$ cat config.mk
export PLATFORM = sky130hd
export DESIGN_NAME = icache_refill_flat
export DESIGN_NICKNAME = d
export VERILOG_FILES = /design/src/hdl/icache_pkg.sv /design/src/hdl/fill_if.sv /design/src/hdl/icache_refill.sv /design/src/flat_wrapper.sv
export SDC_FILE = /design/constraint.sdc
export NUM_CORES = 1
export LEC_CHECK = 0
export BUFFER_PORTS_ARGS = -buffer_cell sky130_fd_sc_hd__buf_2
export CORE_MARGIN = 2
export CORE_UTILIZATION = 40
export DETAILED_ROUTE_END_ITERATION = 7
export GPL_TIMING_DRIVEN = 0
export PLACE_DENSITY = 0.72
export SLEW_MARGIN = 40
export SYNTH_ARGS = -nofsm -noshare
export SYNTH_HDL_FRONTEND = slang
export SYNTH_SLANG_ARGS = --single-unit
$ cat constraint.sdc
create_clock -name clk -period 5.8 [get_ports clk]
set_clock_uncertainty 0.1 [all_clocks]
set_input_delay 1.45 -clock clk [delete_from_list [all_inputs] [get_ports clk]]
set_output_delay 1.45 -clock clk [all_outputs]
set_load 0.02 [all_outputs]
$ cat src/hdl/icache_pkg.sv
package icache_pkg;

    ////////////////////////////////////////////////////////////////////////////
    // geometry
    ////////////////////////////////////////////////////////////////////////////

    localparam int num_sets       = 128;
    localparam int num_ways       = 2;
    localparam int set_w          = 7;
    localparam int tag_w          = 20;
    localparam int beat_w         = 32;
    localparam int beats_per_line = 8;
    localparam int fetch_w        = 128;

    // id the memory side returns for our bursts
    localparam logic [3:0] icache_rid = 4'd0;

    typedef logic [set_w-1:0]   set_t;
    typedef logic [tag_w-1:0]   tag_t;
    typedef logic [fetch_w-1:0] fetch_t;

    // refill writes by beat, lookup picks a half
    typedef union packed {
        logic [beats_per_line-1:0][beat_w-1:0] beat;
        logic [1:0][fetch_w-1:0]               half;
    } line_t;

    ////////////////////////////////////////////////////////////////////////////
    // controller states
    ////////////////////////////////////////////////////////////////////////////

    typedef enum logic [2:0] {
        st_reset,
        st_idle,
        st_run,
        st_miss,
        st_refill,
        st_finish,
        st_recover
    } state_t;

endpackage

$ cat src/hdl/fill_if.sv
`timescale 1ns/1ps

interface fill_if;
    import icache_pkg::*;

    // request side, from the controller
    logic  start;
    set_t  set;
    tag_t  tag;
    logic  half;
    logic  finish;

    // refill buffer state
    logic  done;
    logic  hit_fill;
    line_t fill_line;
    set_t  fill_set;
    tag_t  fill_tag;

    modport ctrl (output start, set, tag, half, finish, input done);
    modport refill (
        input  start, set, tag, half, finish,
        output done, hit_fill, fill_line, fill_set, fill_tag
    );
    modport lookup (input hit_fill, fill_line, fill_set, fill_tag);

endinterface

$ cat src/hdl/icache_refill.sv
`timescale 1ns/1ps

module icache_refill (
    input  logic        clk,
    input  logic        rst,
    fill_if.refill      fill,
    output logic        arvalid,
    output logic [31:0] araddr,
    output logic [3:0]  arlen,
    output logic [2:0]  arsize,
    output logic [1:0]  arburst,
    input  logic        arready,
    input  logic [3:0]  rid,
    input  logic [31:0] rdata_bus,
    input  logic        rlast,
    input  logic        rvalid,
    output logic        rready
);
    import icache_pkg::*;

    localparam int cnt_w  = $clog2(beats_per_line);
    localparam int half_n = beats_per_line / 2;

    logic                      ar_pend;
    logic                      busy;
    logic                      beat;
    logic [cnt_w-1:0]          cnt;
    logic [beats_per_line-1:0] beat_valid;
    logic [half_n-1:0]         half_valid;
    line_t                     buf_line;
    set_t                      set_q;
    tag_t                      tag_q;

    ////////////////////////////////////////////////////////////////////////////
    // read address channel
    ////////////////////////////////////////////////////////////////////////////

    // start is the first miss cycle, so arvalid covers the whole miss state
    assign arvalid = fill.start || ar_pend;
    assign araddr  = {fill.tag, fill.set, fill.half, 4'b0000};
    assign arlen   = 4'(beats_per_line - 1);
    assign arsize  = 3'($clog2(beat_w / 8));
    // wrap, critical word first
    assign arburst = 2'b10;

    ////////////////////////////////////////////////////////////////////////////
    // read data channel
    ////////////////////////////////////////////////////////////////////////////

    assign rready = busy;
    assign beat   = busy && rvalid && (rid == icache_rid);

    always_ff @(posedge clk) begin
        if (!rst) begin
            ar_pend    <= 1'b0;
            busy       <= 1'b0;
            fill.done  <= 1'b0;
            cnt        <= '0;
            beat_valid <= '0;
        end else begin
            if (arvalid && arready) begin
                ar_pend <= 1'b0;
            end else if (fill.start) begin
                ar_pend <= 1'b1;
            end
            if (arvalid && arready) begin
                busy <= 1'b1;
            end else if (fill.done) begin
                busy <= 1'b0;
            end
            fill.done <= beat && rlast;
            // counter wraps inside the line like the burst does
            if (fill.start) begin
                cnt <= {fill.half, {(cnt_w - 1){1'b0}}};
            end else if (beat) begin
                cnt <= cnt + 1'b1;
            end
            if (fill.finish) begin
                beat_valid <= '0;
            end else if (beat) begin
                beat_valid[cnt] <= 1'b1;
            end
        end
    end

    always_ff @(posedge clk) begin
        if (fill.start) begin
            set_q <= fill.set;
            tag_q <= fill.tag;
        end
        if (beat) begin
            buf_line.beat[cnt] <= rdata_bus;
        end
    end

    // hit under refill once the requested half is in
    assign half_valid    = beat_valid[{fill.half, {(cnt_w - 1){1'b0}}} +: half_n];
    assign fill.hit_fill = (set_q == fill.set) && (tag_q == fill.tag) && (&half_valid);

    assign fill.fill_line = buf_line;
    assign fill.fill_set  = set_q;
    assign fill.fill_tag  = tag_q;

endmodule

$ cat src/flat_wrapper.sv
// flat-port wrapper written by rule: the top's interface ports become plain ports
module icache_refill_flat import icache_pkg::*;
  (clk, rst, arvalid, araddr, arlen, arsize, arburst, arready, rid, rdata_bus, rlast, rvalid, rready, fill_start, fill_set, fill_tag, fill_half, fill_finish, fill_done, fill_hit_fill, fill_fill_line, fill_fill_set, fill_fill_tag);
  fill_if fill_i ();
  input  logic clk;
  input  logic rst;
  output logic arvalid;
  output logic [31:0] araddr;
  output logic [3:0] arlen;
  output logic [2:0] arsize;
  output logic [1:0] arburst;
  input  logic arready;
  input  logic [3:0] rid;
  input  logic [31:0] rdata_bus;
  input  logic rlast;
  input  logic rvalid;
  output logic rready;
  input wire logic [$bits(fill_i.start)-1:0] fill_start;
  input wire logic [$bits(fill_i.set)-1:0] fill_set;
  input wire logic [$bits(fill_i.tag)-1:0] fill_tag;
  input wire logic [$bits(fill_i.half)-1:0] fill_half;
  input wire logic [$bits(fill_i.finish)-1:0] fill_finish;
  output wire logic [$bits(fill_i.done)-1:0] fill_done;
  output wire logic [$bits(fill_i.hit_fill)-1:0] fill_hit_fill;
  output wire logic [$bits(fill_i.fill_line)-1:0] fill_fill_line;
  output wire logic [$bits(fill_i.fill_set)-1:0] fill_fill_set;
  output wire logic [$bits(fill_i.fill_tag)-1:0] fill_fill_tag;
  assign fill_i.start = fill_start;
  assign fill_i.set = fill_set;
  assign fill_i.tag = fill_tag;
  assign fill_i.half = fill_half;
  assign fill_i.finish = fill_finish;
  assign fill_done = fill_i.done;
  assign fill_hit_fill = fill_i.hit_fill;
  assign fill_fill_line = fill_i.fill_line;
  assign fill_fill_set = fill_i.fill_set;
  assign fill_fill_tag = fill_i.fill_tag;
  icache_refill u_core (.clk(clk), .rst(rst), .fill(fill_i), .arvalid(arvalid), .araddr(araddr), .arlen(arlen), .arsize(arsize), .arburst(arburst), .arready(arready), .rid(rid), .rdata_bus(rdata_bus), .rlast(rlast), .rvalid(rvalid), .rready(rready));
endmodule
==> impl_metrics.yaml <==
timing:
  rsz0062_at_grt: "no"
  finalSetupViolCount: 0
  slew_headroom: 0.5533
  fin_crit_sh: 0.7375
  setup_tns_ps: 0
  fmax_ghz: 0.2338
  drv_slew: 0
  fin_ws_ps: 1522
  hold-worst-slack_ps: 377.8
  min_period_ps: 4278
  hold_viol: 0
  worst_pin_slew_ps: 670.1
clock_network:
  cts_resized: 0
  cts-buffers-inserted: 29
  hold_buffers: 0
  cts_buffer_depth: 3
  clk_pin_slew_ps: 60
  cts_sinks: 297
  clockRootBuffer: "clkbuf_16"
  insertion_delay_ps: 530
  postCtsSetupBuffers: 0
  cts_max_level: 1
  cts_tree: "done"
synthesis:
  async_flop_share: 0
  synth-xor-area-share: 0.02508
  ys_seq_area_frac: 0.8979
  synth_top_family_by_area: "buffers and inverters"
  syn-cell-area_um2: 9777
  avgSynthCellArea_um2: 22.74
  synth_edf_count: 283
  yosys.area_share.simple: 0.02943
  synthAdderAreaFrac: 0.001280
  ys_seq_elements: 297
  synth_compound_area_frac: 0.008446
  ys_warn_count: 0
  synth_flop_cell: "edfxtp_1"
  ys_types: 35
  syn-instance-count: 430
  synthMuxAreaShare: 0.002048
worst_setup_path:
  worst-r2r-cell-count: 7
  critPathCapture: "fill_hit_fill"
  critPathKind: "input port to output port"
  timing.rr.start: "u_core.rready"
  cp-start-kind: "input port"
  r2r-end: "u_core.fill.fill_line[178]"
  path_max_fanout: 3
  cp.required_ps: 4250
  crit_path_start: "fill_tag[12]"
  critical_path_arrival_ps: 2730
  r2r_setup_slack_ps: 3140
  crit_path_end_kind: "output port"
cells_and_area:
  area_growth_syn_to_layout_pct: 36.09
  layout.nets: 961
  mostFrequentLayoutCells: "395 x buf_2, 283 x edfxtp_1, 61 x buf_4, 29 x clkbuf_16, 24 x xor2_1"
  antennaDiodeCount: 0
  final_common_cell: "buf_2"
  post_route_cells_drive_above_1_share: 0.5648
  final_cells: 1234
run:
  maxCapViolations: 0
drt:
  antenna_left: 0
  drt_wl_total_um: 22340
  vias: 5505
  first_pass_iters: 4
  vias_per_cell: 4.461
  wl_per_cell_um: 18.10
  drc: 0
  drtIter0Drc: 385
grt:
  grt_max_degree: 34
  antenna_found_initial: 1
  first_global_vias: 5414
  gr-usage-all-layers: 0.1678
  grt_pass1_wl_um: 32550
  grt_overflow: 0
placed_design:
  portBuffers: 385
  dp.cells: 1182
  gp_congestion: 0.7857
  hpwl_um: 16150
  dp_slack_ps: 1394
pwr:
  power.net_switching_uw: 866.1
  p_seq_frac: 0.559
  cellPowerDensity_nw_per_um2: 319.5
  power.clock.fraction: 0.400
  p_leak_uw: 0.005270
  p_int_uw: 3385
  comb_power_share: 0.041
  ir_worst_vdd_mv: 0.1932
  power_uw: 4251
  switching_share: 0.2037
floorplan:
  die_h_um: 160.3
  start_util: 0.4044
  dieWidth_um: 160.3
  coreArea_um2: 24180
  rows: 57
  io_pins: 399
  dieArea_um2: 25710
status:
  status: "finished, final reports clean"
worst_hold_path:
  hold_path.class: "flop to flop"
  min-delay-start: "u_core.beat_valid[0]"
-- worst max-delay path: stages --
cell and delay (ps):
buf_2 120, xor2_1 150, nor4_1 420, nand4_1 200, nor3_1 190, buf_2 190
-- cell type report --
type / instances / area, um^2
clock buffer: 31 / 733.2
sequential: 297 / 8778
timing repair buffer: 417 / 2188
tap: 324 / 405.4
inverter: 3 / 11.26
buffer: 45 / 331.6
clock inverter: 21 / 131.4
multi-input combinational: 96 / 725.7
fill: 1915 / 10870
-- cells by family (layout without fill, tap and decap cells) --
family	after synthesis	after routing
XOR/XNOR	28	28
buffers and inverters	48	517
AO/OA/AOI/OAI	11	11
other	2	13
flip-flops	297	297
AND/OR/NAND/NOR	41	41
adder cells (fa/ha/maj)	1	1
multiplexers	2	2
-- stage by stage --
step	utilization	instance area [um^2]
final	0.5503	13310
after global routing	0.5503	13310
after CTS	0.5503	13310
after detailed placement	0.5146	12440
after global placement	0.5026	12150
after floorplan	-	9818
-- power by group through the flow --
stage	registers [uW]	logic (uW)	clock network, uW
after detailed placement	2420	176	0
after global routing	2380	189	1810
final	2380	175	1700
after CTS	2380	176	1730
after global placement	2420	172	0
after floorplan	2440	67.0	0
-- flip-flops by register name, indices dropped and copies added (netlist names) --
| register | cells |
|---|---|
| u_core.fill.fill_line | 256 |
| u_core.ar_pend | 1 |
| u_core.rready | 1 |
| u_core.fill.done | 1 |
| u_core.cnt | 3 |
| u_core.fill.fill_set | 7 |
| u_core.beat_valid | 8 |
| u_core.fill.fill_tag | 20 |
-- cells in the mapped netlist, drive strengths merged, types with 4 or more instances --
cell type	instances	share of area
buf	43	0.033
dfxtp	14	0.029
edfxtp	283	0.87
nand2	4	0.0015
nor2	8	0.0031
nor3	5	0.0031
nor4	6	0.0038
o21a	4	0.0031
xnor2	4	0.0036
xor2	24	0.021
-- how the worst min path moves through the flow --
stage / cells past startpoint / slack (ps) / endpoint
6_report: 1 / 380 / u_core.beat_valid[0]
2_1_floorplan: 2 / 340 / u_core.beat_valid[1]
4_1_cts: 1 / 370 / u_core.beat_valid[0]
3_5_place_dp: 1 / 360 / u_core.beat_valid[0]
5_1_grt: 1 / 390 / u_core.beat_valid[0]
3_3_place_gp: 1 / 350 / u_core.beat_valid[6]
-- per-layer routing --
layer,vias up,track usage,share of wire
met5,-,0,0.00058
met4,2,0.05692,0.023
met3,42,0.04029,0.079
met2,311,0.3024,0.52
met1,2624,0.1978,0.38
li1,2526,-,-
Note: power is estimated with default switching activity, not from simulation.
