$ cat config.mk
export PLATFORM = sky130hd
export DESIGN_NAME = icache_ctrl_flat
export DESIGN_NICKNAME = d
export VERILOG_FILES = /design/src/hdl/icache_pkg.sv /design/src/hdl/fill_if.sv /design/src/hdl/icache_ctrl.sv /design/src/flat_wrapper.sv
export SDC_FILE = /design/constraint.sdc
export NUM_CORES = 1
export LEC_CHECK = 0
export BUFFER_PORTS_ARGS = -buffer_cell sky130_fd_sc_hd__buf_2
export CORE_ASPECT_RATIO = 1.5
export CORE_MARGIN = 2
export CORE_UTILIZATION = 60
export CTS_CLUSTER_SIZE = 28
export DETAILED_ROUTE_END_ITERATION = 6
export PLACE_DENSITY = 0.81
export RECOVER_POWER = 50
export SLEW_MARGIN = 20
export SYNTH_ARGS = -nofsm -noshare
export SYNTH_HDL_FRONTEND = slang
export SYNTH_SLANG_ARGS = --single-unit
$ cat constraint.sdc
create_clock -name clk -period 4.9 [get_ports clk]
set_input_delay 0.98 -clock clk [delete_from_list [all_inputs] [get_ports clk]]
set_output_delay 0.98 -clock clk [all_outputs]
set_load 0.005 [all_outputs]
$ cat src/hdl/icache_pkg.sv
package icache_pkg;

    ////////////////////////////////////////////////////////////////////////////
    // geometry
    ////////////////////////////////////////////////////////////////////////////

    localparam int num_sets       = 128;
    localparam int num_ways       = 2;
    localparam int set_w          = 7;
    localparam int tag_w          = 20;
    localparam int beat_w         = 32;
    localparam int beats_per_line = 8;
    localparam int fetch_w        = 128;

    // id the memory side returns for our bursts
    localparam logic [3:0] icache_rid = 4'd0;

    typedef logic [set_w-1:0]   set_t;
    typedef logic [tag_w-1:0]   tag_t;
    typedef logic [fetch_w-1:0] fetch_t;

    // refill writes by beat, lookup picks a half
    typedef union packed {
        logic [beats_per_line-1:0][beat_w-1:0] beat;
        logic [1:0][fetch_w-1:0]               half;
    } line_t;

    ////////////////////////////////////////////////////////////////////////////
    // controller states
    ////////////////////////////////////////////////////////////////////////////

    typedef enum logic [2:0] {
        st_reset,
        st_idle,
        st_run,
        st_miss,
        st_refill,
        st_finish,
        st_recover
    } state_t;

endpackage

$ cat src/hdl/fill_if.sv
`timescale 1ns/1ps

interface fill_if;
    import icache_pkg::*;

    // request side, from the controller
    logic  start;
    set_t  set;
    tag_t  tag;
    logic  half;
    logic  finish;

    // refill buffer state
    logic  done;
    logic  hit_fill;
    line_t fill_line;
    set_t  fill_set;
    tag_t  fill_tag;

    modport ctrl (output start, set, tag, half, finish, input done);
    modport refill (
        input  start, set, tag, half, finish,
        output done, hit_fill, fill_line, fill_set, fill_tag
    );
    modport lookup (input hit_fill, fill_line, fill_set, fill_tag);

endinterface

$ cat src/hdl/icache_ctrl.sv
`timescale 1ns/1ps

module icache_ctrl (
    input  logic                 clk,
    input  logic                 rst,
    fill_if.ctrl                 fill,
    input  logic                 miss_req,
    input  icache_pkg::set_t     miss_set,
    input  icache_pkg::tag_t     miss_tag,
    input  logic                 miss_half,
    input  logic                 arready,
    output icache_pkg::state_t   state,
    output icache_pkg::set_t     sweep_set,
    output logic [1:0]           victim
);
    import icache_pkg::*;

    state_t state_nx;
    logic   plru [num_sets];

    ////////////////////////////////////////////////////////////////////////////
    // state machine
    ////////////////////////////////////////////////////////////////////////////

    always_comb begin
        state_nx = state;
        case (state)
            st_reset: begin
                if (sweep_set == set_t'(num_sets - 1)) begin
                    state_nx = st_idle;
                end
            end
            st_idle:    state_nx = st_run;
            st_run: begin
                if (miss_req) begin
                    state_nx = st_miss;
                end
            end
            st_miss: begin
                if (arready) begin
                    state_nx = st_refill;
                end
            end
            st_refill: begin
                if (fill.done) begin
                    state_nx = st_finish;
                end
            end
            // finish writes, recover rereads the held set, idle the tag stage
            st_finish:  state_nx = st_recover;
            st_recover: state_nx = st_idle;
            default:    state_nx = st_idle;
        endcase
    end

    always_ff @(posedge clk) begin
        if (!rst) begin
            state      <= st_reset;
            sweep_set  <= '0;
            fill.start <= 1'b0;
        end else begin
            state      <= state_nx;
            fill.start <= (state == st_run) && miss_req;
            if (state == st_reset) begin
                sweep_set <= sweep_set + 1'b1;
            end
        end
    end

    ////////////////////////////////////////////////////////////////////////////
    // pseudo-LRU
    ////////////////////////////////////////////////////////////////////////////

    always_ff @(posedge clk) begin
        if (!rst) begin
            victim <= 2'b00;
            for (int i = 0; i < num_sets; i++) begin
                plru[i] <= 1'b0;
            end
        end else begin
            if ((state == st_run) && miss_req) begin
                victim <= plru[miss_set] ? 2'b10 : 2'b01;
            end
            // point away from the way just filled
            if (state == st_miss) begin
                plru[miss_set] <= victim[0];
            end
        end
    end

    assign fill.set    = miss_set;
    assign fill.tag    = miss_tag;
    assign fill.half   = miss_half;
    assign fill.finish = (state == st_finish);

endmodule

$ cat src/flat_wrapper.sv
// flat-port wrapper written by rule: the top's interface ports become plain ports
module icache_ctrl_flat import icache_pkg::*;
  (clk, rst, miss_req, miss_set, miss_tag, miss_half, arready, state, sweep_set, victim, fill_start, fill_set, fill_tag, fill_half, fill_finish, fill_done);
  fill_if fill_i ();
  input  logic clk;
  input  logic rst;
  input  logic miss_req;
  input  icache_pkg::set_t miss_set;
  input  icache_pkg::tag_t miss_tag;
  input  logic miss_half;
  input  logic arready;
  output icache_pkg::state_t state;
  output icache_pkg::set_t sweep_set;
  output logic [1:0] victim;
  output wire logic [$bits(fill_i.start)-1:0] fill_start;
  output wire logic [$bits(fill_i.set)-1:0] fill_set;
  output wire logic [$bits(fill_i.tag)-1:0] fill_tag;
  output wire logic [$bits(fill_i.half)-1:0] fill_half;
  output wire logic [$bits(fill_i.finish)-1:0] fill_finish;
  input wire logic [$bits(fill_i.done)-1:0] fill_done;
  assign fill_start = fill_i.start;
  assign fill_set = fill_i.set;
  assign fill_tag = fill_i.tag;
  assign fill_half = fill_i.half;
  assign fill_finish = fill_i.finish;
  assign fill_i.done = fill_done;
  icache_ctrl u_core (.clk(clk), .rst(rst), .fill(fill_i), .miss_req(miss_req), .miss_set(miss_set), .miss_tag(miss_tag), .miss_half(miss_half), .arready(arready), .state(state), .sweep_set(sweep_set), .victim(victim));
endmodule
==> results.json <==
{
  "hold_path.class": "reg2reg",
  "final_max_slew_viol_count": 132,
  "final_cell_count_no_fill": 986,
  "port_buffers": 32,
  "worstMarginPinSlew_ns": 1.78,
  "cp_cell_sequence": "clkbuf_2, buf_4, mux2i_1, a22oi_1, nand3_1, a41oi_1, nor4_1, a21oi_1",
  "io_pins": 75,
  "path_clk_slew_ns": 0.06,
  "nets": 854,
  "intPower_w": 0.00195,
  "hold_violations": 0,
  "tns_ns": 0,
  "routed_via_density": 7.11,
  "cp.depth": 8,
  "cp_max_fo": 52,
  "peakVddDrop_v": 0.000234,
  "crit_family": "buffers and inverters",
  "drt_iter0_markers": 957,
  "place.gp.congestion": 0.927,
  "p_sw_w": 0.000634,
  "worstPathArrival_ns": 4.10,
  "syn_nets": 897,
  "synth-seq-area-share_pct": 38.7,
  "crit_buf_inv": 2,
  "grt_max_degree": 130,
  "required_ns": 5.20,
  "finClkSkew_ns": 0.00769,
  "slew_headroom_pct": -19.0,
  "hpwl_mm": 13.0,
  "leakage_nw": 3.29,
  "reg2reg_depth": 5,
  "dr.pass1.iters": 6,
  "cts_setup_buffers": 0,
  "power_frac_comb_pct": 5.7,
  "status": "finished with violations",
  "first_global_vias": 6762,
  "clkPwrFrac_pct": 49.8,
  "dp.cells": 954,
  "preCtsSetupSlack_ns": 1.39,
  "cts_tree": "built",
  "final_area_sq_mm": 0.00767,
  "wl_per_cell_um": 22.3,
  "placed_cell_area_sq_mm": 0.00713,
  "syn_inst": 863,
  "dieWidth_um": 94.0,
  "worstSetupPathType": "in2reg",
  "area_growth_pct": 5.29,
  "num_vias": 7008,
  "fp-row-count": 49,
  "finalWirelength_mm": 22.0,
  "fin_crit_sh_pct": 77.7,
  "cts.sinks": 141,
  "yosysWarnings": 0,
  "design.die.area_sq_mm": 0.0131,
  "period_needed_ns": 3.81,
  "powerDensity_mw_per_mm2": 336,
  "p_sw_share_pct": 24.6,
  "hold_path_depth": 2,
  "worst_slack_ns": 1.09,
  "ys_types": 44,
  "slowest_stage": "clkbuf_2",
  "cp-start-kind": "input pin",
  "ys_async_sr_fraction_pct": 0,
  "insertion_delay_ns": 0.43,
  "cp-end-kind": "register",
  "num_antenna_cells": 0,
  "cap_viol_max_count": 2,
  "grt_overflow_total": 0,
  "antenna_found_initial": 0,
  "cts_buffers": 17,
  "rsz0062_at_grt": "false",
  "die_y_um": 139,
  "grt_pass1_wl_mm": 34.9,
  "synth-seq-cells": 141,
  "max_stage_delay_ns": 1.26,
  "postCtsHoldBufs": 0,
  "post_cts_resized": 0,
  "core_sq_mm": 0.0119,
  "start_util_pct": 61.3,
  "synth-edff-count": 0,
  "power_frac_seq_pct": 44.6,
  "drt.antenna.violating_nets": 0,
  "clock_path_buffers": 2,
  "synth_ff_type": "dfxtp_1",
  "drive_above_1_share_pct": 9.12,
  "drc": 0,
  "setup_violations": 0,
  "cts_htree_levels": 4,
  "grt_use_total_pct": 33.8,
  "synth_area_sq_mm": 0.00729,
  "fmax_ghz": 0.263,
  "cts-root-buf": "clkbuf_16",
  "violations": "capacitance limit, slew limit",
  "syn_avg_cell_area_sq_um": 8.44
}
-- synthesized netlist by cell type (2+ instances only) --
library cell / number / share of area (%)
a21boi_0: 2 / 0.21
a21oi_1: 4 / 0.27
a22oi_1: 32 / 3.3
a41oi_1: 4 / 0.48
and2_1: 8 / 0.69
buf_2: 16 / 1.1
buf_4: 38 / 3.9
buf_6: 6 / 0.93
clkbuf_1: 41 / 2.1
clkbuf_2: 3 / 0.21
dfxtp_1: 141 / 39
inv_1: 3 / 0.15
mux2i_1: 67 / 9.2
nand2_1: 149 / 7.7
nand2b_1: 4 / 0.34
nand3_1: 150 / 10
nand3b_1: 2 / 0.21
nand3b_4: 2 / 0.55
nand4_1: 3 / 0.26
nor2_1: 16 / 0.82
nor2_2: 2 / 0.17
nor2b_1: 8 / 0.69
nor3_1: 6 / 0.41
nor3_2: 2 / 0.27
nor3b_4: 2 / 0.52
nor4b_2: 2 / 0.41
o211ai_1: 128 / 13
o21ai_0: 3 / 0.21
or3_1: 2 / 0.17
xnor2_1: 3 / 0.36
-- power groups by stage --
stage	Clock [W]	Combinational [W]	Sequential [W]
final	0.00128	0.000146	0.00115
after global routing	0.00134	0.000155	0.00115
after CTS	0.00128	0.000141	0.00115
after detailed placement	0	0.000141	0.00118
after global placement	0	0.000137	0.00118
after floorplan	0	0.000126	0.00118
-- stage by stage --
stage	util (%)	power (W)	hold WS, ns
floorplan	-	0.00130	0.454
global route	64.5	0.00264	0.513
global placement	59.9	0.00131	0.465
CTS	64.9	0.00258	0.493
detailed placement	59.9	0.00132	0.482
finish	64.5	0.00258	0.488
-- layout make-up --
class | instances | area [sq um]
clock buffers | 17 | 425
well taps | 153 | 191
fillers | 1005 | 4220
multi-input cells | 614 | 3830
inverters | 4 | 20.0
repair buffers | 42 | 220
flip-flops and latches | 141 | 2820
clock inverters | 15 | 161
-- worst reg2reg max path, cell delays in order (launching register included) --
cell	delay [ns]
dfxtp_1	0.51
nand4b_1	0.46
or2_1	0.56
nor3b_4	0.99
nand3_1	0.18
nand2_1	0.11
-- layout by cell type, fill, tap and decap left out, drive strengths merged, types with 2 or more instances in the layout --
| master | count |
|---|---|
| nand3 | 151 |
| nand2 | 150 |
| dfxtp | 141 |
| o211ai | 128 |
| mux2i | 67 |
| a22oi | 32 |
| clkbuf | 30 |
| buf | 29 |
| nor2 | 18 |
| nor3 | 9 |
| inv | 9 |
| nor2b | 8 |
| and2 | 8 |
| nand2b | 4 |
| a21oi | 4 |
| a41oi | 4 |
| clkinvlp | 4 |
| nand3b | 4 |
| clkinv | 4 |
| nand4 | 3 |
| o21ai | 3 |
| xnor2 | 3 |
| nor3b | 3 |
| or3 | 2 |
| a21boi | 2 |
| bufinv | 2 |
| nor4 | 2 |
| nor4b | 2 |
-- cells by family (layout without fill, tap and decap cells) --
kind of cell,after synthesis,after routing,synth area share (%)
fa+ha+maj,1,1,0.172
xor+xnor,4,4,0.481
compound gates,175,175,17.9
buf+inv,108,78,8.53
flops,141,141,38.7
simple gates,367,367,24.9
mux,67,67,9.20
-- final timing paths --
path	slack, ns	start	end
worst max-delay path	1.09	miss_set[2]	u_core.victim[1]$_SDFFE_PN0P_
worst min-delay path	0.49	u_core.plru[3]$_DFF_P_	u_core.plru[3]$_DFF_P_
worst max register to register	2.04	u_core.state[0]$_SDFFE_PN0P_	u_core.plru[125]$_DFF_P_
worst min register to register	0.49	u_core.plru[3]$_DFF_P_	u_core.plru[3]$_DFF_P_
-- flip-flops by register name, summed over array words and instances (netlist names) --
| signal | count |
|---|---|
| u_core.plru | 128 |
| u_core.sweep_set | 7 |
| u_core.state | 3 |
| u_core.victim | 2 |
| u_core.fill.start | 1 |
-- routing by layer --
layer	vias to the layer above	share of wire (%)	global-route usage [%]
li1	3037	-	-
met1	3286	35	39.5
met2	535	47	54.9
met3	150	10	6.90
met4	0	7.5	22.9
met5	-	0	0
No activity file was read; power rests on OpenSTA's default activity.
