## config.mk

```make
export PLATFORM = sky130hd
export DESIGN_NAME = icache_lookup_flat
export DESIGN_NICKNAME = d
export VERILOG_FILES = /design/src/hdl/icache_pkg.sv /design/src/hdl/fill_if.sv /design/src/hdl/icache_lookup.sv /design/src/flat_wrapper.sv
export SDC_FILE = /design/constraint.sdc
export NUM_CORES = 1
export LEC_CHECK = 0
export BUFFER_PORTS_ARGS = -buffer_cell sky130_fd_sc_hd__buf_2
export CAP_MARGIN = 20
export CELL_PAD_IN_SITES_DETAIL_PLACEMENT = 1
export CELL_PAD_IN_SITES_GLOBAL_PLACEMENT = 2
export CORE_AREA = 2 2 524 526
export CTS_BUF_LIST = sky130_fd_sc_hd__clkbuf_8
export CTS_CLUSTER_DIAMETER = 40
export DETAILED_ROUTE_END_ITERATION = 16
export DIE_AREA = 0 0 526 528
export GPL_ROUTABILITY_DRIVEN = 1
export HOLD_SLACK_MARGIN = 0.1
export PLACE_DENSITY = 0.42
export SLEW_MARGIN = 20
export SYNTH_ARGS = -nofsm -noshare
export SYNTH_HDL_FRONTEND = slang
export SYNTH_SLANG_ARGS = --single-unit
```

## constraint.sdc

```tcl
create_clock -name clk -period 13.7 [get_ports clk]
set_input_delay 0.685 -clock clk [delete_from_list [all_inputs] [get_ports clk]]
set_output_delay 0.685 -clock clk [all_outputs]
set_load 0.005 [all_outputs]
```

## src/hdl/icache_pkg.sv

```systemverilog
package icache_pkg;

    ////////////////////////////////////////////////////////////////////////////
    // geometry
    ////////////////////////////////////////////////////////////////////////////

    localparam int num_sets       = 128;
    localparam int num_ways       = 2;
    localparam int set_w          = 7;
    localparam int tag_w          = 20;
    localparam int beat_w         = 32;
    localparam int beats_per_line = 8;
    localparam int fetch_w        = 128;

    // id the memory side returns for our bursts
    localparam logic [3:0] icache_rid = 4'd0;

    typedef logic [set_w-1:0]   set_t;
    typedef logic [tag_w-1:0]   tag_t;
    typedef logic [fetch_w-1:0] fetch_t;

    // refill writes by beat, lookup picks a half
    typedef union packed {
        logic [beats_per_line-1:0][beat_w-1:0] beat;
        logic [1:0][fetch_w-1:0]               half;
    } line_t;

    ////////////////////////////////////////////////////////////////////////////
    // controller states
    ////////////////////////////////////////////////////////////////////////////

    typedef enum logic [2:0] {
        st_reset,
        st_idle,
        st_run,
        st_miss,
        st_refill,
        st_finish,
        st_recover
    } state_t;

endpackage

```

## src/hdl/fill_if.sv

```systemverilog
`timescale 1ns/1ps

interface fill_if;
    import icache_pkg::*;

    // request side, from the controller
    logic  start;
    set_t  set;
    tag_t  tag;
    logic  half;
    logic  finish;

    // refill buffer state
    logic  done;
    logic  hit_fill;
    line_t fill_line;
    set_t  fill_set;
    tag_t  fill_tag;

    modport ctrl (output start, set, tag, half, finish, input done);
    modport refill (
        input  start, set, tag, half, finish,
        output done, hit_fill, fill_line, fill_set, fill_tag
    );
    modport lookup (input hit_fill, fill_line, fill_set, fill_tag);

endinterface

```

## src/hdl/icache_lookup.sv

```systemverilog
`timescale 1ns/1ps

module icache_lookup (
    input  logic                    clk,
    input  logic                    rst,
    input  logic                    req,
    input  logic [7:0]              index,
    input  icache_pkg::tag_t        tag,
    output logic                    index_ok,
    output logic                    data_ok,
    output icache_pkg::fetch_t      rdata,
    fill_if.lookup                  fill,
    input  icache_pkg::state_t      state,
    input  icache_pkg::set_t        sweep_set,
    input  logic [1:0]              victim,
    output icache_pkg::set_t        ram_set,
    output logic [1:0]              tag_wen,
    output logic [1:0]              val_wen,
    output icache_pkg::tag_t        wtag,
    output logic                    wvalid,
    input  icache_pkg::tag_t [1:0]  rtag,
    input  logic [1:0]              rvalid,
    output logic [1:0]              data_wen,
    output icache_pkg::line_t       wline,
    input  icache_pkg::line_t [1:0] rline,
    output logic                    miss_req,
    output icache_pkg::set_t        miss_set,
    output icache_pkg::tag_t        miss_tag,
    output logic                    miss_half
);
    import icache_pkg::*;

    set_t                  sin_set;
    logic                  sin_half;
    logic                  sta_req;
    logic                  sta_fresh;
    logic                  sta_half;
    set_t                  sta_set;
    tag_t                  sta_tag;
    tag_t                  sta_tag_q;
    logic                  sda_req;
    logic                  sda_half;
    set_t                  sda_set;
    tag_t                  sda_tag;
    tag_t [num_ways-1:0]   sda_rtag;
    logic [num_ways-1:0]   sda_valid;
    line_t [num_ways-1:0]  sda_line;
    logic [num_ways-1:0]   hit_way;
    logic                  hit_run;
    logic                  sda_adv;

    assign sin_set  = index[7:1];
    assign sin_half = index[0];

    assign sda_adv  = !sda_req || data_ok;
    assign index_ok = req && (state == st_run) && sda_adv;

    // tag is on the bus only in the first tag-stage cycle
    assign sta_tag = sta_fresh ? tag : sta_tag_q;

    ////////////////////////////////////////////////////////////////////////////
    // stage registers
    ////////////////////////////////////////////////////////////////////////////

    always_ff @(posedge clk) begin
        if (!rst) begin
            sta_req   <= 1'b0;
            sta_fresh <= 1'b0;
            sda_req   <= 1'b0;
        end else begin
            sta_fresh <= index_ok;
            if (sda_adv) begin
                sta_req <= index_ok;
                sda_req <= sta_req;
            end
        end
    end

    always_ff @(posedge clk) begin
        sta_tag_q <= sta_tag;
        if (index_ok) begin
            sta_set  <= sin_set;
            sta_half <= sin_half;
        end
        if (sda_adv) begin
            sda_set  <= sta_set;
            sda_half <= sta_half;
            sda_tag  <= sta_tag;
        end
        // idle picks up the line reread after a refill
        if (sda_adv || (state == st_idle)) begin
            sda_rtag  <= rtag;
            sda_valid <= rvalid;
            sda_line  <= rline;
        end
    end

    ////////////////////////////////////////////////////////////////////////////
    // array port
    ////////////////////////////////////////////////////////////////////////////

    always_comb begin
        case (state)
            st_reset:  ram_set = sweep_set;
            st_finish: ram_set = fill.fill_set;
            st_run:    ram_set = sin_set;
            st_idle:   ram_set = sta_set;
            default:   ram_set = sda_set;
        endcase
    end

    assign tag_wen  = (state == st_finish) ? victim : 2'b00;
    assign val_wen  = (state == st_reset) ? '1 : tag_wen;
    assign wtag     = fill.fill_tag;
    assign wvalid   = (state == st_finish);
    assign data_wen = tag_wen;
    assign wline    = fill.fill_line;

    ////////////////////////////////////////////////////////////////////////////
    // compare and select
    ////////////////////////////////////////////////////////////////////////////

    always_comb begin
        for (int w = 0; w < num_ways; w++) begin
            hit_way[w] = sda_valid[w] && (sda_rtag[w] == sda_tag);
        end
    end

    assign hit_run = (|hit_way) && (state == st_run);
    assign data_ok = sda_req && (hit_run || fill.hit_fill);
    assign rdata   = fill.hit_fill ? fill.fill_line.half[sda_half]
                                   : sda_line[hit_way[1]].half[sda_half];

    assign miss_req  = (state == st_run) && sda_req && !hit_run;
    assign miss_set  = sda_set;
    assign miss_tag  = sda_tag;
    assign miss_half = sda_half;

endmodule

```

## src/flat_wrapper.sv

```systemverilog
// flat-port wrapper written by rule: the top's interface ports become plain ports
module icache_lookup_flat import icache_pkg::*;
  (clk, rst, req, index, tag, index_ok, data_ok, rdata, state, sweep_set, victim, ram_set, tag_wen, val_wen, wtag, wvalid, rtag, rvalid, data_wen, wline, rline, miss_req, miss_set, miss_tag, miss_half, fill_hit_fill, fill_fill_line, fill_fill_set, fill_fill_tag);
  fill_if fill_i ();
  input  logic clk;
  input  logic rst;
  input  logic req;
  input  logic [7:0] index;
  input  icache_pkg::tag_t tag;
  output logic index_ok;
  output logic data_ok;
  output icache_pkg::fetch_t rdata;
  input  icache_pkg::state_t state;
  input  icache_pkg::set_t sweep_set;
  input  logic [1:0] victim;
  output icache_pkg::set_t ram_set;
  output logic [1:0] tag_wen;
  output logic [1:0] val_wen;
  output icache_pkg::tag_t wtag;
  output logic wvalid;
  input  icache_pkg::tag_t [1:0] rtag;
  input  logic [1:0] rvalid;
  output logic [1:0] data_wen;
  output icache_pkg::line_t wline;
  input  icache_pkg::line_t [1:0] rline;
  output logic miss_req;
  output icache_pkg::set_t miss_set;
  output icache_pkg::tag_t miss_tag;
  output logic miss_half;
  input wire logic [$bits(fill_i.hit_fill)-1:0] fill_hit_fill;
  input wire logic [$bits(fill_i.fill_line)-1:0] fill_fill_line;
  input wire logic [$bits(fill_i.fill_set)-1:0] fill_fill_set;
  input wire logic [$bits(fill_i.fill_tag)-1:0] fill_fill_tag;
  assign fill_i.hit_fill = fill_hit_fill;
  assign fill_i.fill_line = fill_fill_line;
  assign fill_i.fill_set = fill_fill_set;
  assign fill_i.fill_tag = fill_fill_tag;
  icache_lookup u_core (.clk(clk), .rst(rst), .req(req), .index(index), .tag(tag), .index_ok(index_ok), .data_ok(data_ok), .rdata(rdata), .fill(fill_i), .state(state), .sweep_set(sweep_set), .victim(victim), .ram_set(ram_set), .tag_wen(tag_wen), .val_wen(val_wen), .wtag(wtag), .wvalid(wvalid), .rtag(rtag), .rvalid(rvalid), .data_wen(data_wen), .wline(wline), .rline(rline), .miss_req(miss_req), .miss_set(miss_set), .miss_tag(miss_tag), .miss_half(miss_half));
endmodule
```

==> run_results.csv, run 1 <==
group,metric,value,unit
critical_path,slowest_delay,0.77,ns
critical_path,crit_path_end_kind,"primary output",
logic_synthesis,yosysSeqAreaShare,0.6545,
detailed_routing,drtIter0Drc,1033,
logic_synthesis,synth.distinct_cells,39,
critical_path,crit_path_frequent_cell,"buf_4",
logic_synthesis,synthesis.area,27770,um^2
grt,grt_overflow_total,0,
final_layout,fin_area,45890,um^2
grt,grt_pass1_vias,25020,
clock_network,clock_latency,0.90,ns
worst_hold_path,whs_path_depth,0,
outcome,status,"completed",
logic_synthesis,yosys-top-cells-area,"edfxtp_1, mux2i_1, buf_4",
critical_path,cp_top_family,"buffers and inverters",
detailed_routing,drc,0,
grt,antenna_found_initial,130,
clock_network,post_cts_resized,0,
critical_path,rr_startpoint,"u_core.miss_tag[16]$_DFFE_PP_",
floorplan,fp.dieH,528,um
worst_hold_path,whs_endpoint,"u_core.miss_half$_DFFE_PP_",
timing,hold_ws,0.4213,ns
final_layout,layout-drive-gt1-share,0.4387,
power_and_ir_drop,finalPower,0.005572,W
timing,slew_violations,0,
detailed_routing,drtPass1Iterations,5,
worst_hold_path,hold_path.class,"reg2reg",
placement,placed_area,36430,um^2
floorplan,ios,1330,
critical_path,cp_data_arrival_time,5.51,ns
logic_synthesis,syn_inst,1797,
logic_synthesis,synth_top_area_frac,0.6379,
power_and_ir_drop,ir_drop,0.06251,mV
grt,grt.total_usage,0.1347,
timing,worst_clock_skew,0.07977,ns
floorplan,die_width,526,um
timing,tns,0,ns
clock_network,htree_num_levels,4,
timing,setup_viol,0,
flow_run,cap_viol_max_count,0,
timing,relSlewSlack,0.2676,
floorplan,num_rows,192,
detailed_routing,vias_per_cell,3.191,
floorplan,design.die.area,277700,um^2
timing,fmaxAchievable,161.4,MHz
placement,place_ws,8.056,ns
critical_path,rrSetupSlack,8.24,ns
timing,period_share,0.4522,
timing,worst_slew_pin_slew,1.099,ns
critical_path,cp-start-kind,"register",
detailed_routing,routedWlPerCell,26.85,um
clock_network,clkTransAtPathRegs,0.06,ns
placement,hpwl,159700,um
placement,gp_congestion,0.8495,
critical_path,critPathSlowestCell,"buf_4",
final_layout,fin_nets,4378,
critical_path,path_cells,"xor2_1 > nor4_1 > nand2_1 > or4_4 > buf_4 > buf_4 > buf_4 > mux2i_1 > a221oi_1 > buf_2",
logic_synthesis,ys_warn_count,0,
placement,port_buffers,1289,
timing,final_hold_viol_count,0,
detailed_routing,vias,23139,
critical_path,crit_buf_inv,4,
clock_network,cts_tree,"yes",
clock_network,clock-root-buffer,"clkbuf_8",
critical_path,path_class,"reg2out",
clock_network,numCtsBuffers,173,
worst_hold_path,min_from,"u_core.sta_half$_DFFE_PP_",
floorplan,design.core.area,272400,um^2
logic_synthesis,synth-seq-cells,613,
logic_synthesis,yosysTopAreaCell,"edfxtp_1",
clock_network,clock_sinks,613,
critical_path,path_max_fanout,44,
power_and_ir_drop,leakagePower,20.34,nW
clock_network,postCtsSetupBuffers,0,
critical_path,cp.required,13.02,ns
floorplan,start_util,0.1020,
clock_network,clk_path_buf_depth,4,
detailed_routing,postRouteAntennaNets,0,
logic_synthesis,syn_nets,2678,
logic_synthesis,syn_avg_cell_area,15.46,um^2
critical_path,r2r_end,"u_core.sda_line[409]$_DFFE_PP_",
timing,fin_ws,7.505,ns
timing,fin_crit,6.195,ns
timing,rsz0062_at_grt,"false",
critical_path,worstSetupStartpoint,"u_core.miss_tag[10]$_DFFE_PP_",
critical_path,ff2ff_path_depth,9,
power_and_ir_drop,power_density,121.4,nW/um^2
grt,grt_pass1_wl,248500,um
grt,grt_max_degree,128,
detailed_routing,wirelength,194700,um
final_layout,area_growth,65.23,%
==> worst max-delay path by stage <==
| stage | end | slack [ns] | depth (start not counted) |
|---|---|---|---|
| 3_5_place_dp | u_core.sda_line[158]$_DFFE_PP_ | 8.06 | 8 |
| 5_1_grt | rdata[16] | 7.06 | 10 |
| 6_report | rdata[16] | 7.51 | 10 |
| 2_1_floorplan | u_core.sda_line[0]$_DFFE_PP_ | 4.62 | 9 |
| 3_3_place_gp | rdata[16] | 8.21 | 10 |
| 4_1_cts | rdata[16] | 7.09 | 10 |
==> kinds of logic (layout without fill, tap and decap cells) <==
| group | count (synthesis) | after routing | synth area share |
|---|---|---|---|
| flip-flops | 613 | 613 | 0.6545 |
| multiplexers | 410 | 410 | 0.1487 |
| buffers and inverters | 382 | 2216 | 0.09532 |
| AND/OR/NAND/NOR | 187 | 187 | 0.03955 |
| AO/OA/AOI/OAI | 165 | 165 | 0.04937 |
| XOR/XNOR | 40 | 40 | 0.01261 |
| other | 0 | 32 | 0 |
==> sequential cells by signal, summed over array words and instances, names as in the netlist <==
| signal | count |
|---|---|
| u_core.miss_set | 7 |
| u_core.sta_set | 7 |
| u_core.miss_half | 1 |
| u_core.sta_tag_q | 20 |
| u_core.sda_line | 512 |
| u_core.sda_valid | 2 |
| u_core.sda_req | 1 |
| u_core.miss_tag | 20 |
| u_core.sda_rtag | 40 |
| u_core.sta_half | 1 |
| u_core.sta_req | 1 |
| u_core.sta_fresh | 1 |
==> layer usage <==
layer  vias up  share of wire  track usage
li1      10106              -            -
met2      1311           0.44       0.2083
met4        76          0.031      0.04263
met1     11292           0.42       0.1647
met3       354           0.11      0.06261
met5         -         0.0025            0
==> report_power, final <==
group	switching, W	internal (W)
logic	0.000370	0.000345
clock network	0.00106	0.00154
registers	0.0000661	0.00219
==> synth_stat cells (all sizes together) <==
cell type,instances
nor3,1
mux2i,390
nand2,18
nand4,3
a21oi,9
nand3,10
edfxtp,590
nor4,5
or4,2
mux2,20
clkbuf,55
nor2b,3
nand2b,5
and2,130
a31oi,1
buf,320
nor2,6
a21boi,1
o21bai,2
a22oi,1
xor2,20
dfxtp,23
o21a,1
o211ai,1
o2bb2ai,2
or2,2
o31ai,1
a221oi,128
a221o,3
inv,7
and3,2
o21ai,11
a32oi,3
xnor2,20
a21o,1
==> what timing repair did <==
action	in CTS	in global routing
hold buffers	583	0
setup endpoints to repair	0	0
hold endpoints to repair	605	0
==> area by class of cell <==
type | count | area (um^2)
fillers | 31243 | 226500
flip-flops and latches | 613 | 18180
repair buffers | 1900 | 12590
multi-input cells | 802 | 6983
well taps | 3589 | 4491
clock buffers | 180 | 2477
clock inverters | 129 | 1065
diodes | 32 | 80.08
inverters | 7 | 26.28
==> metrics by stage <==
| step | cells | utilization |
|---|---|---|
| floorplan | 1797 | - |
| detailed placement | 6328 | 0.1337 |
| global placement | 6328 | 0.1337 |
| finish | 7252 | 0.1685 |
| global route | 7231 | 0.1683 |
| CTS | 7220 | 0.1682 |
==> cell usage in the layout (no fill, tap or decap), types with 2 or more instances in the layout <==
| master | count |
|---|---|
| buf_2 | 1288 |
| edfxtp_1 | 590 |
| dlygate4sd3_1 | 583 |
| mux2i_1 | 390 |
| clkbuf_8 | 180 |
| and2_1 | 130 |
| a221oi_1 | 128 |
| inv_1 | 36 |
| clkinv_2 | 33 |
| diode_2 | 32 |
| clkinv_1 | 32 |
| dfxtp_1 | 23 |
| buf_4 | 21 |
| xor2_1 | 20 |
| xnor2_1 | 20 |
| mux2_2 | 20 |
| nand2_1 | 18 |
| bufinv_16 | 17 |
| clkinvlp_4 | 12 |
| o21ai_0 | 11 |
| nand3_1 | 10 |
| a21oi_1 | 9 |
| buf_12 | 7 |
| nor4_1 | 5 |
| nor2_1 | 5 |
| nand2b_1 | 5 |
| nand4_1 | 3 |
| a221o_1 | 3 |
| a32oi_1 | 3 |
| nor2b_1 | 2 |
| or2_2 | 2 |
| o2bb2ai_1 | 2 |
| and3_1 | 2 |
| inv_6 | 2 |
==> worst register-to-register path, stage by stage (launching register included) <==
cell and delay [ns]:
edfxtp_1 0.44, xor2_1 0.17, nor4_1 0.37, nand3_1 0.15, or4_4 0.76, o21bai_1 0.24
a21o_4 0.67, buf_4 0.69, buf_4 0.75, buf_12 0.47
Note: power is estimated with default switching activity, not from simulation.
==> inputs of run 2 (changes only) <==
--- a/config.mk
+++ b/config.mk
@@ -5,18 +5,19 @@
 export SDC_FILE = /design/constraint.sdc
 export NUM_CORES = 1
 export LEC_CHECK = 0
+export ABC_AREA = 1
 export BUFFER_PORTS_ARGS = -buffer_cell sky130_fd_sc_hd__buf_2
 export CAP_MARGIN = 20
 export CELL_PAD_IN_SITES_DETAIL_PLACEMENT = 1
 export CELL_PAD_IN_SITES_GLOBAL_PLACEMENT = 2
-export CORE_AREA = 2 2 524 526
+export CORE_AREA = 2 2 520 522
 export CTS_BUF_LIST = sky130_fd_sc_hd__clkbuf_8
 export CTS_CLUSTER_DIAMETER = 40
 export DETAILED_ROUTE_END_ITERATION = 16
-export DIE_AREA = 0 0 526 528
+export DIE_AREA = 0 0 522 524
 export GPL_ROUTABILITY_DRIVEN = 1
 export HOLD_SLACK_MARGIN = 0.1
-export PLACE_DENSITY = 0.42
+export PLACE_DENSITY = 0.45
 export SLEW_MARGIN = 20
 export SYNTH_ARGS = -nofsm -noshare
 export SYNTH_HDL_FRONTEND = slang
==> constraint.sdc (replaced) <==
create_clock -name clk -period 6.1 [get_ports clk]
set_input_delay 0.305 -clock clk [delete_from_list [all_inputs] [get_ports clk]]
set_output_delay 0.305 -clock clk [all_outputs]
set_load 0.005 [all_outputs]
==> run_results.csv, run 2 <==
group,metric,value,unit
floorplan,design.core.area,267400,um^2
placement,place_ws,1.871,ns
grt,antenna_found_initial,125,
worst_hold_path,whs_path_depth,2,
logic_synthesis,synth_common_cells,"edfxtp_1, nand2_1, nand3_1",
grt,grt_pass1_vias,33311,
timing,fin_ws,1.547,ns
clock_network,clock_latency,0.86,ns
critical_path,ff2ff_path_depth,12,
final_layout,final_common_cell,"buf_2",
placement,hpwl,172100,um
logic_synthesis,syn_avg_cell_area,10.45,um^2
detailed_routing,drc,0,
grt,grt_pass1_wl,291700,um
grt,grt.total_usage,0.1558,
logic_synthesis,yosysTopAreaCell,"edfxtp_1",
detailed_routing,vias_per_cell,3.584,
detailed_routing,drtPass1Iterations,5,
logic_synthesis,yosysSeqAreaShare,0.6255,
floorplan,die_width,522,um
logic_synthesis,synth_top_area_frac,0.6096,
flow_run,cap_viol_max_count,0,
logic_synthesis,yosys-top-cells-area,"edfxtp_1, buf_4, nand3_1",
detailed_routing,postRouteAntennaNets,0,
logic_synthesis,syn_inst,2781,
final_layout,fin_util,0.1951,
timing,period_share,0.7464,
floorplan,start_util,0.1087,
grt,grt_max_degree,123,
clock_network,clock-root-buffer,"clkbuf_8",
final_layout,reg_top3,"u_core.sda_line: 512 flops, u_core.sda_rtag: 40 flops",
placement,port_buffers,1289,
critical_path,cp.required,5.79,ns
final_layout,area_growth,79.52,%
power_and_ir_drop,ir_drop,0.1811,mV
placement,placed_area,37700,um^2
placement,gp_congestion,0.9224,
critical_path,crit_path_frequent_cell,"nand2_1",
clock_network,htree_num_levels,4,
critical_path,crit_buf_inv,4,
clock_network,clock_sinks,613,
timing,worst_clock_skew,0.05222,ns
logic_synthesis,synth-seq-cells,613,
critical_path,path_cells,"inv_1 > nand2_1 > nand2_1 > nor2_1 > nand2_1 > nor2_4 > nand3_4 > buf_12 > buf_4 > nand2_1 > nand3_1 > nand3_1 > nand2_1 > buf_2",
logic_synthesis,ys_warn_count,0,
power_and_ir_drop,leakagePower,22.13,nW
timing,relSlewSlack,0.2632,
power_and_ir_drop,power_density,244.8,nW/um^2
timing,fin_crit,4.553,ns
timing,setup_viol,0,
outcome,status,"completed",
grt,grt_overflow_total,0,
logic_synthesis,syn_nets,3662,
worst_hold_path,hold_path.class,"in2reg",
timing,slew_violations,0,
critical_path,cp_top_family,"buffers and inverters",
critical_path,cp_data_arrival_time,4.25,ns
final_layout,fin_area,52170,um^2
critical_path,path_class,"reg2out",
critical_path,critPathSlowestCell,"buf_4",
floorplan,design.die.area,273500,um^2
logic_synthesis,synthArstFlopShare,0,
timing,final_hold_viol_count,0,
timing,rsz0062_at_grt,"false",
final_layout,fin_nets,5769,
final_layout,layout_common_cells,"buf_2, dlygate4sd3_1, edfxtp_1",
logic_synthesis,synthFlopType,"edfxtp_1",
critical_path,cp-start-kind,"register",
logic_synthesis,synth_edf_count,590,
detailed_routing,drtIter0Drc,1642,
timing,tns,0,ns
final_layout,largest_reg_flops,512,
timing,worst_slew_pin_slew,1.094,ns
detailed_routing,wirelength,221700,um
final_layout,top_register,"u_core.sda_line",
timing,fmaxAchievable,219.6,MHz
clock_network,cts_tree,"yes",
clock_network,post_cts_resized,0,
logic_synthesis,yosysMostFrequentCell,"edfxtp_1",
critical_path,path_max_fanout,123,
clock_network,numCtsBuffers,160,
detailed_routing,routedWlPerCell,25.67,um
critical_path,slowest_delay,0.68,ns
critical_path,crit_path_end_kind,"primary output",
floorplan,fp.dieH,524,um
detailed_routing,vias,30945,
logic_synthesis,synth.distinct_cells,25,
floorplan,num_rows,190,
clock_network,clk_path_buf_depth,3,
critical_path,critical_path_depth,14,
floorplan,ios,1330,
final_layout,layout-drive-gt1-share,0.3213,
logic_synthesis,synthesis.area,29060,um^2
clock_network,clkTransAtPathRegs,0.05,ns
## run 2: repair_timing
item	in CTS	in global routing
setup buffers	0	0
endpoints found under the setup margin	0	0
hold buffers	1086	0
hold endpoints to repair	613	0
## run 2: final timing paths
path | startpoint | endpoint | slack, ns
hold / removal | rline[404] | u_core.sda_line[404]$_DFFE_PP_ | 0.25
setup / recovery | u_core.miss_tag[11]$_DFFE_PP_ | rdata[89] | 1.55
setup reg to reg | u_core.miss_tag[7]$_DFFE_PP_ | u_core.sda_line[218]$_DFFE_PP_ | 2.02
hold reg to reg | u_core.sta_set[0]$_DFFE_PP_ | u_core.miss_set[0]$_DFFE_PP_ | 0.44
## run 2: layout make-up
cell class	count	area, um^2
diodes	59	147.6
clock buffers	162	2230
clock inverters	136	1221
fillers	31387	215300
inverters	66	262.8
multi-input cells	1625	7701
flip-flops and latches	613	18180
well taps	3552	4444
repair buffers	2422	17990
## run 2: power breakdown
part | leakage [nW] | total, W | internal [W] | switching, W
logic | 13.8 | 0.00199 | 0.000962 | 0.00103
clock network | 1.86 | 0.00574 | 0.00330 | 0.00244
registers | 6.43 | 0.00504 | 0.00491 | 0.000128
total | 22.1 | 0.0128 | 0.00917 | 0.00360
## run 2: metrics by stage
| stage | hold WS [ns] | total power (W) | instances |
|---|---|---|---|
| floorplan | 0.4003 | 0.005634 | 2781 |
| global placement | 0.4144 | 0.006545 | 7192 |
| detailed placement | 0.4321 | 0.006543 | 7192 |
| CTS | 0.1006 | 0.01303 | 8576 |
| global route | 0.1050 | 0.01339 | 8614 |
| finish | 0.2500 | 0.01277 | 8635 |
## run 2: metal layers
| metal | vias to the layer above | share of wire | GRT usage |
|---|---|---|---|
| met1 | 15256 | 0.42 | 0.1868 |
| met2 | 1331 | 0.45 | 0.2438 |
| met3 | 344 | 0.10 | 0.06865 |
| met4 | 48 | 0.037 | 0.05941 |
| li1 | 13966 | - | - |
| met5 | - | 0.0014 | 0.0003465 |
## run 2: cell families (layout without fill, tap and decap cells)
family / Yosys count / count (layout) / share of synthesized area
and+or+nand+nor: 1451 / 1451 / 0.2273
DFF: 613 / 613 / 0.6255
buffers and inverters: 543 / 2786 / 0.1108
AOI/OAI and AO/OA: 152 / 152 / 0.02807
muxes: 20 / 20 / 0.007750
xor gates and xnor gates: 2 / 2 / 0.0006029
other: 0 / 59 / 0
==> inputs of run 3 (changes only) <==
--- a/config.mk
+++ b/config.mk
@@ -5,19 +5,19 @@
 export SDC_FILE = /design/constraint.sdc
 export NUM_CORES = 1
 export LEC_CHECK = 0
-export ABC_AREA = 1
+export ABC_AREA = 0
 export BUFFER_PORTS_ARGS = -buffer_cell sky130_fd_sc_hd__buf_2
 export CAP_MARGIN = 20
 export CELL_PAD_IN_SITES_DETAIL_PLACEMENT = 1
 export CELL_PAD_IN_SITES_GLOBAL_PLACEMENT = 2
-export CORE_AREA = 2 2 520 522
+export CORE_AREA = 2 2 524 526
 export CTS_BUF_LIST = sky130_fd_sc_hd__clkbuf_8
 export CTS_CLUSTER_DIAMETER = 40
 export DETAILED_ROUTE_END_ITERATION = 16
-export DIE_AREA = 0 0 522 524
+export DIE_AREA = 0 0 526 528
 export GPL_ROUTABILITY_DRIVEN = 1
 export HOLD_SLACK_MARGIN = 0.1
-export PLACE_DENSITY = 0.45
+export PLACE_DENSITY = 0.42
 export SLEW_MARGIN = 20
 export SYNTH_ARGS = -nofsm -noshare
 export SYNTH_HDL_FRONTEND = slang
==> constraint.sdc (replaced) <==
create_clock -name clk -period 4.16 [get_ports clk]
set_input_delay 0.208 -clock clk [delete_from_list [all_inputs] [get_ports clk]]
set_output_delay 0.208 -clock clk [all_outputs]
set_load 0.005 [all_outputs]
==> run_results.csv, run 3 (synthesis gave the netlist of run 1 again) <==
group,metric,value,unit
outcome,status,"completed",
final_layout,final_common_cell,"buf_2",
grt,grt_pass1_vias,28185,
power_and_ir_drop,leakagePower,23.85,nW
clock_network,htree_num_levels,4,
timing,setup_viol,0,
critical_path,path_class,"reg2out",
detailed_routing,drtIter0Drc,1073,
timing,rsz0062_at_grt,"true",
final_layout,layout-drive-gt1-share,0.4227,
flow_run,cap_viol_max_count,0,
floorplan,fp.dieH,528,um
critical_path,path_max_fanout,24,
floorplan,design.die.area,277700,um^2
timing,final_hold_viol_count,0,
critical_path,crit_path_end_kind,"primary output",
placement,placed_area,37090,um^2
placement,place_ws,0.2297,ns
final_layout,multi_input_comb_area,7684,um^2
timing,worst_slew_pin_slew,1.074,ns
floorplan,design.core.area,272400,um^2
critical_path,cp.required,3.95,ns
final_layout,finalNonFillerCells,7932,
timing,fin_crit,4.138,ns
timing,period_share,0.9947,
grt,grt.total_usage,0.1422,
floorplan,num_rows,192,
final_layout,fin_area,54340,um^2
clock_network,clock_sinks,613,
grt,grt_max_degree,60,
placement,placedCellCount,6384,
timing,slew_violations,0,
final_layout,area_growth,95.64,%
placement,hpwl,164600,um
power_and_ir_drop,power_density,364.5,nW/um^2
critical_path,cp-start-kind,"register",
detailed_routing,vias_per_cell,3.274,
detailed_routing,drc,0,
clock_network,cts_tree,"yes",
worst_hold_path,hold_path.class,"in2reg",
final_layout,fin_nets,5051,
clock_network,clkTransAtPathRegs,0.06,ns
timing,fin_ws,0.02194,ns
final_layout,fillers,30993,
final_layout,layout_common_cells,"buf_2, dlygate4sd3_1, edfxtp_1",
power_and_ir_drop,finalPower,0.01981,W
floorplan,ios,1330,
grt,antenna_found_initial,139,
detailed_routing,vias,25972,
final_layout,largest_reg_flops,512,
clock_network,clk_path_buf_depth,4,
grt,grt_overflow_total,0,
detailed_routing,postRouteAntennaNets,0,
clock_network,clock-root-buffer,"clkbuf_8",
detailed_routing,routedWlPerCell,25.83,um
placement,gp_congestion,0.8732,
timing,fmaxAchievable,241.7,MHz
floorplan,die_width,526,um
final_layout,reg_top3,"u_core.sda_line: 512 flops, u_core.sda_rtag: 40 flops",
detailed_routing,wirelength,204900,um
timing,relSlewSlack,0.2825,
power_and_ir_drop,ir_drop,0.2110,mV
floorplan,start_util,0.1020,
final_layout,regArea,18180,um^2
critical_path,cp_data_arrival_time,3.93,ns
placement,port_buffers,1289,
timing,worst_clock_skew,0.08793,ns
clock_network,clock_latency,0.92,ns
clock_network,numCtsBuffers,173,
grt,grt_pass1_wl,265000,um
detailed_routing,drtPass1Iterations,5,
final_layout,top_register,"u_core.sda_line",
final_layout,fin_util,0.1995,
## run 3: cell count changes in the layout (fill, tap and decap cells not counted), sizes merged, moves of 121 or more
cell    delta
nand4    -254
a221oi   +121
mux2i    +390
nand3    -383
nand2    -495
o21ai    -124
and2     +130
nor2     -277
## run 3: layout make-up
class / count / area share
multi-input combinational: 802 / 0.1414
clock inverter: 128 / 0.02510
antenna: 35 / 0.001612
clock buffer: 185 / 0.04686
tap: 3589 / 0.08264
timing repair buffer: 2573 / 0.3674
sequential: 613 / 0.3345
inverter: 7 / 0.0004836
## run 3: worst max-delay path: stages (launching register included)
cell and delay [ns]:
edfxtp_1 0.44, xor2_1 0.20, nor4_2 0.33, nand2_1 0.09
or4_4 0.65, buf_8 0.20, buf_16 0.17, buf_12 0.25
mux2i_1 0.12, a221oi_2 0.30, buf_2 0.17
## run 3: final timing paths
| kind | depth (start not counted) | slack, ns | start | to |
|---|---|---|---|---|
| hold reg to reg | 0 | 0.41 | u_core.sta_half$_DFFE_PP_ | u_core.miss_half$_DFFE_PP_ |
| hold / removal | 2 | 0.24 | rline[506] | u_core.sda_line[506]$_DFFE_PP_ |
| setup reg to reg | 10 | 0.55 | u_core.miss_tag[12]$_DFFE_PP_ | u_core.sta_req$_SDFFE_PN0P_ |
| setup / recovery | 10 | 0.02 | u_core.miss_tag[12]$_DFFE_PP_ | rdata[9] |
## run 3: per-layer routing
layer	routed length, um	global-route usage	vias to the layer above
met5	422	0	-
met4	6439	0.04363	66
met3	20530	0.05816	354
met2	91850	0.2264	1354
met1	85670	0.1738	12691
li1	-	-	11507
## run 3: report_power, final
| part | internal (W) | switching (W) | total [W] |
|---|---|---|---|
| sequential | 0.00720 | 0.000225 | 0.00743 |
| combinational | 0.00157 | 0.00132 | 0.00289 |
| clock | 0.00584 | 0.00365 | 0.00948 |
## run 3: what timing repair did
item	4_1_cts	5_1_grt
setup endpoints to repair	123	126
hold buffers	1161	0
cloned	16	0
pin swaps	66	28
endpoints found under the hold margin	613	0
resized for setup	149	44
buffers inserted	24	2
## run 3: through the flow
stage	hold WS [ns]	TNS, ns
final	0.2376	0
after detailed placement	0.3865	0
after floorplan	0.3069	-1084.85
after CTS	0.1029	-19.20
after global placement	0.3855	0
after global routing	0.1481	-15.56
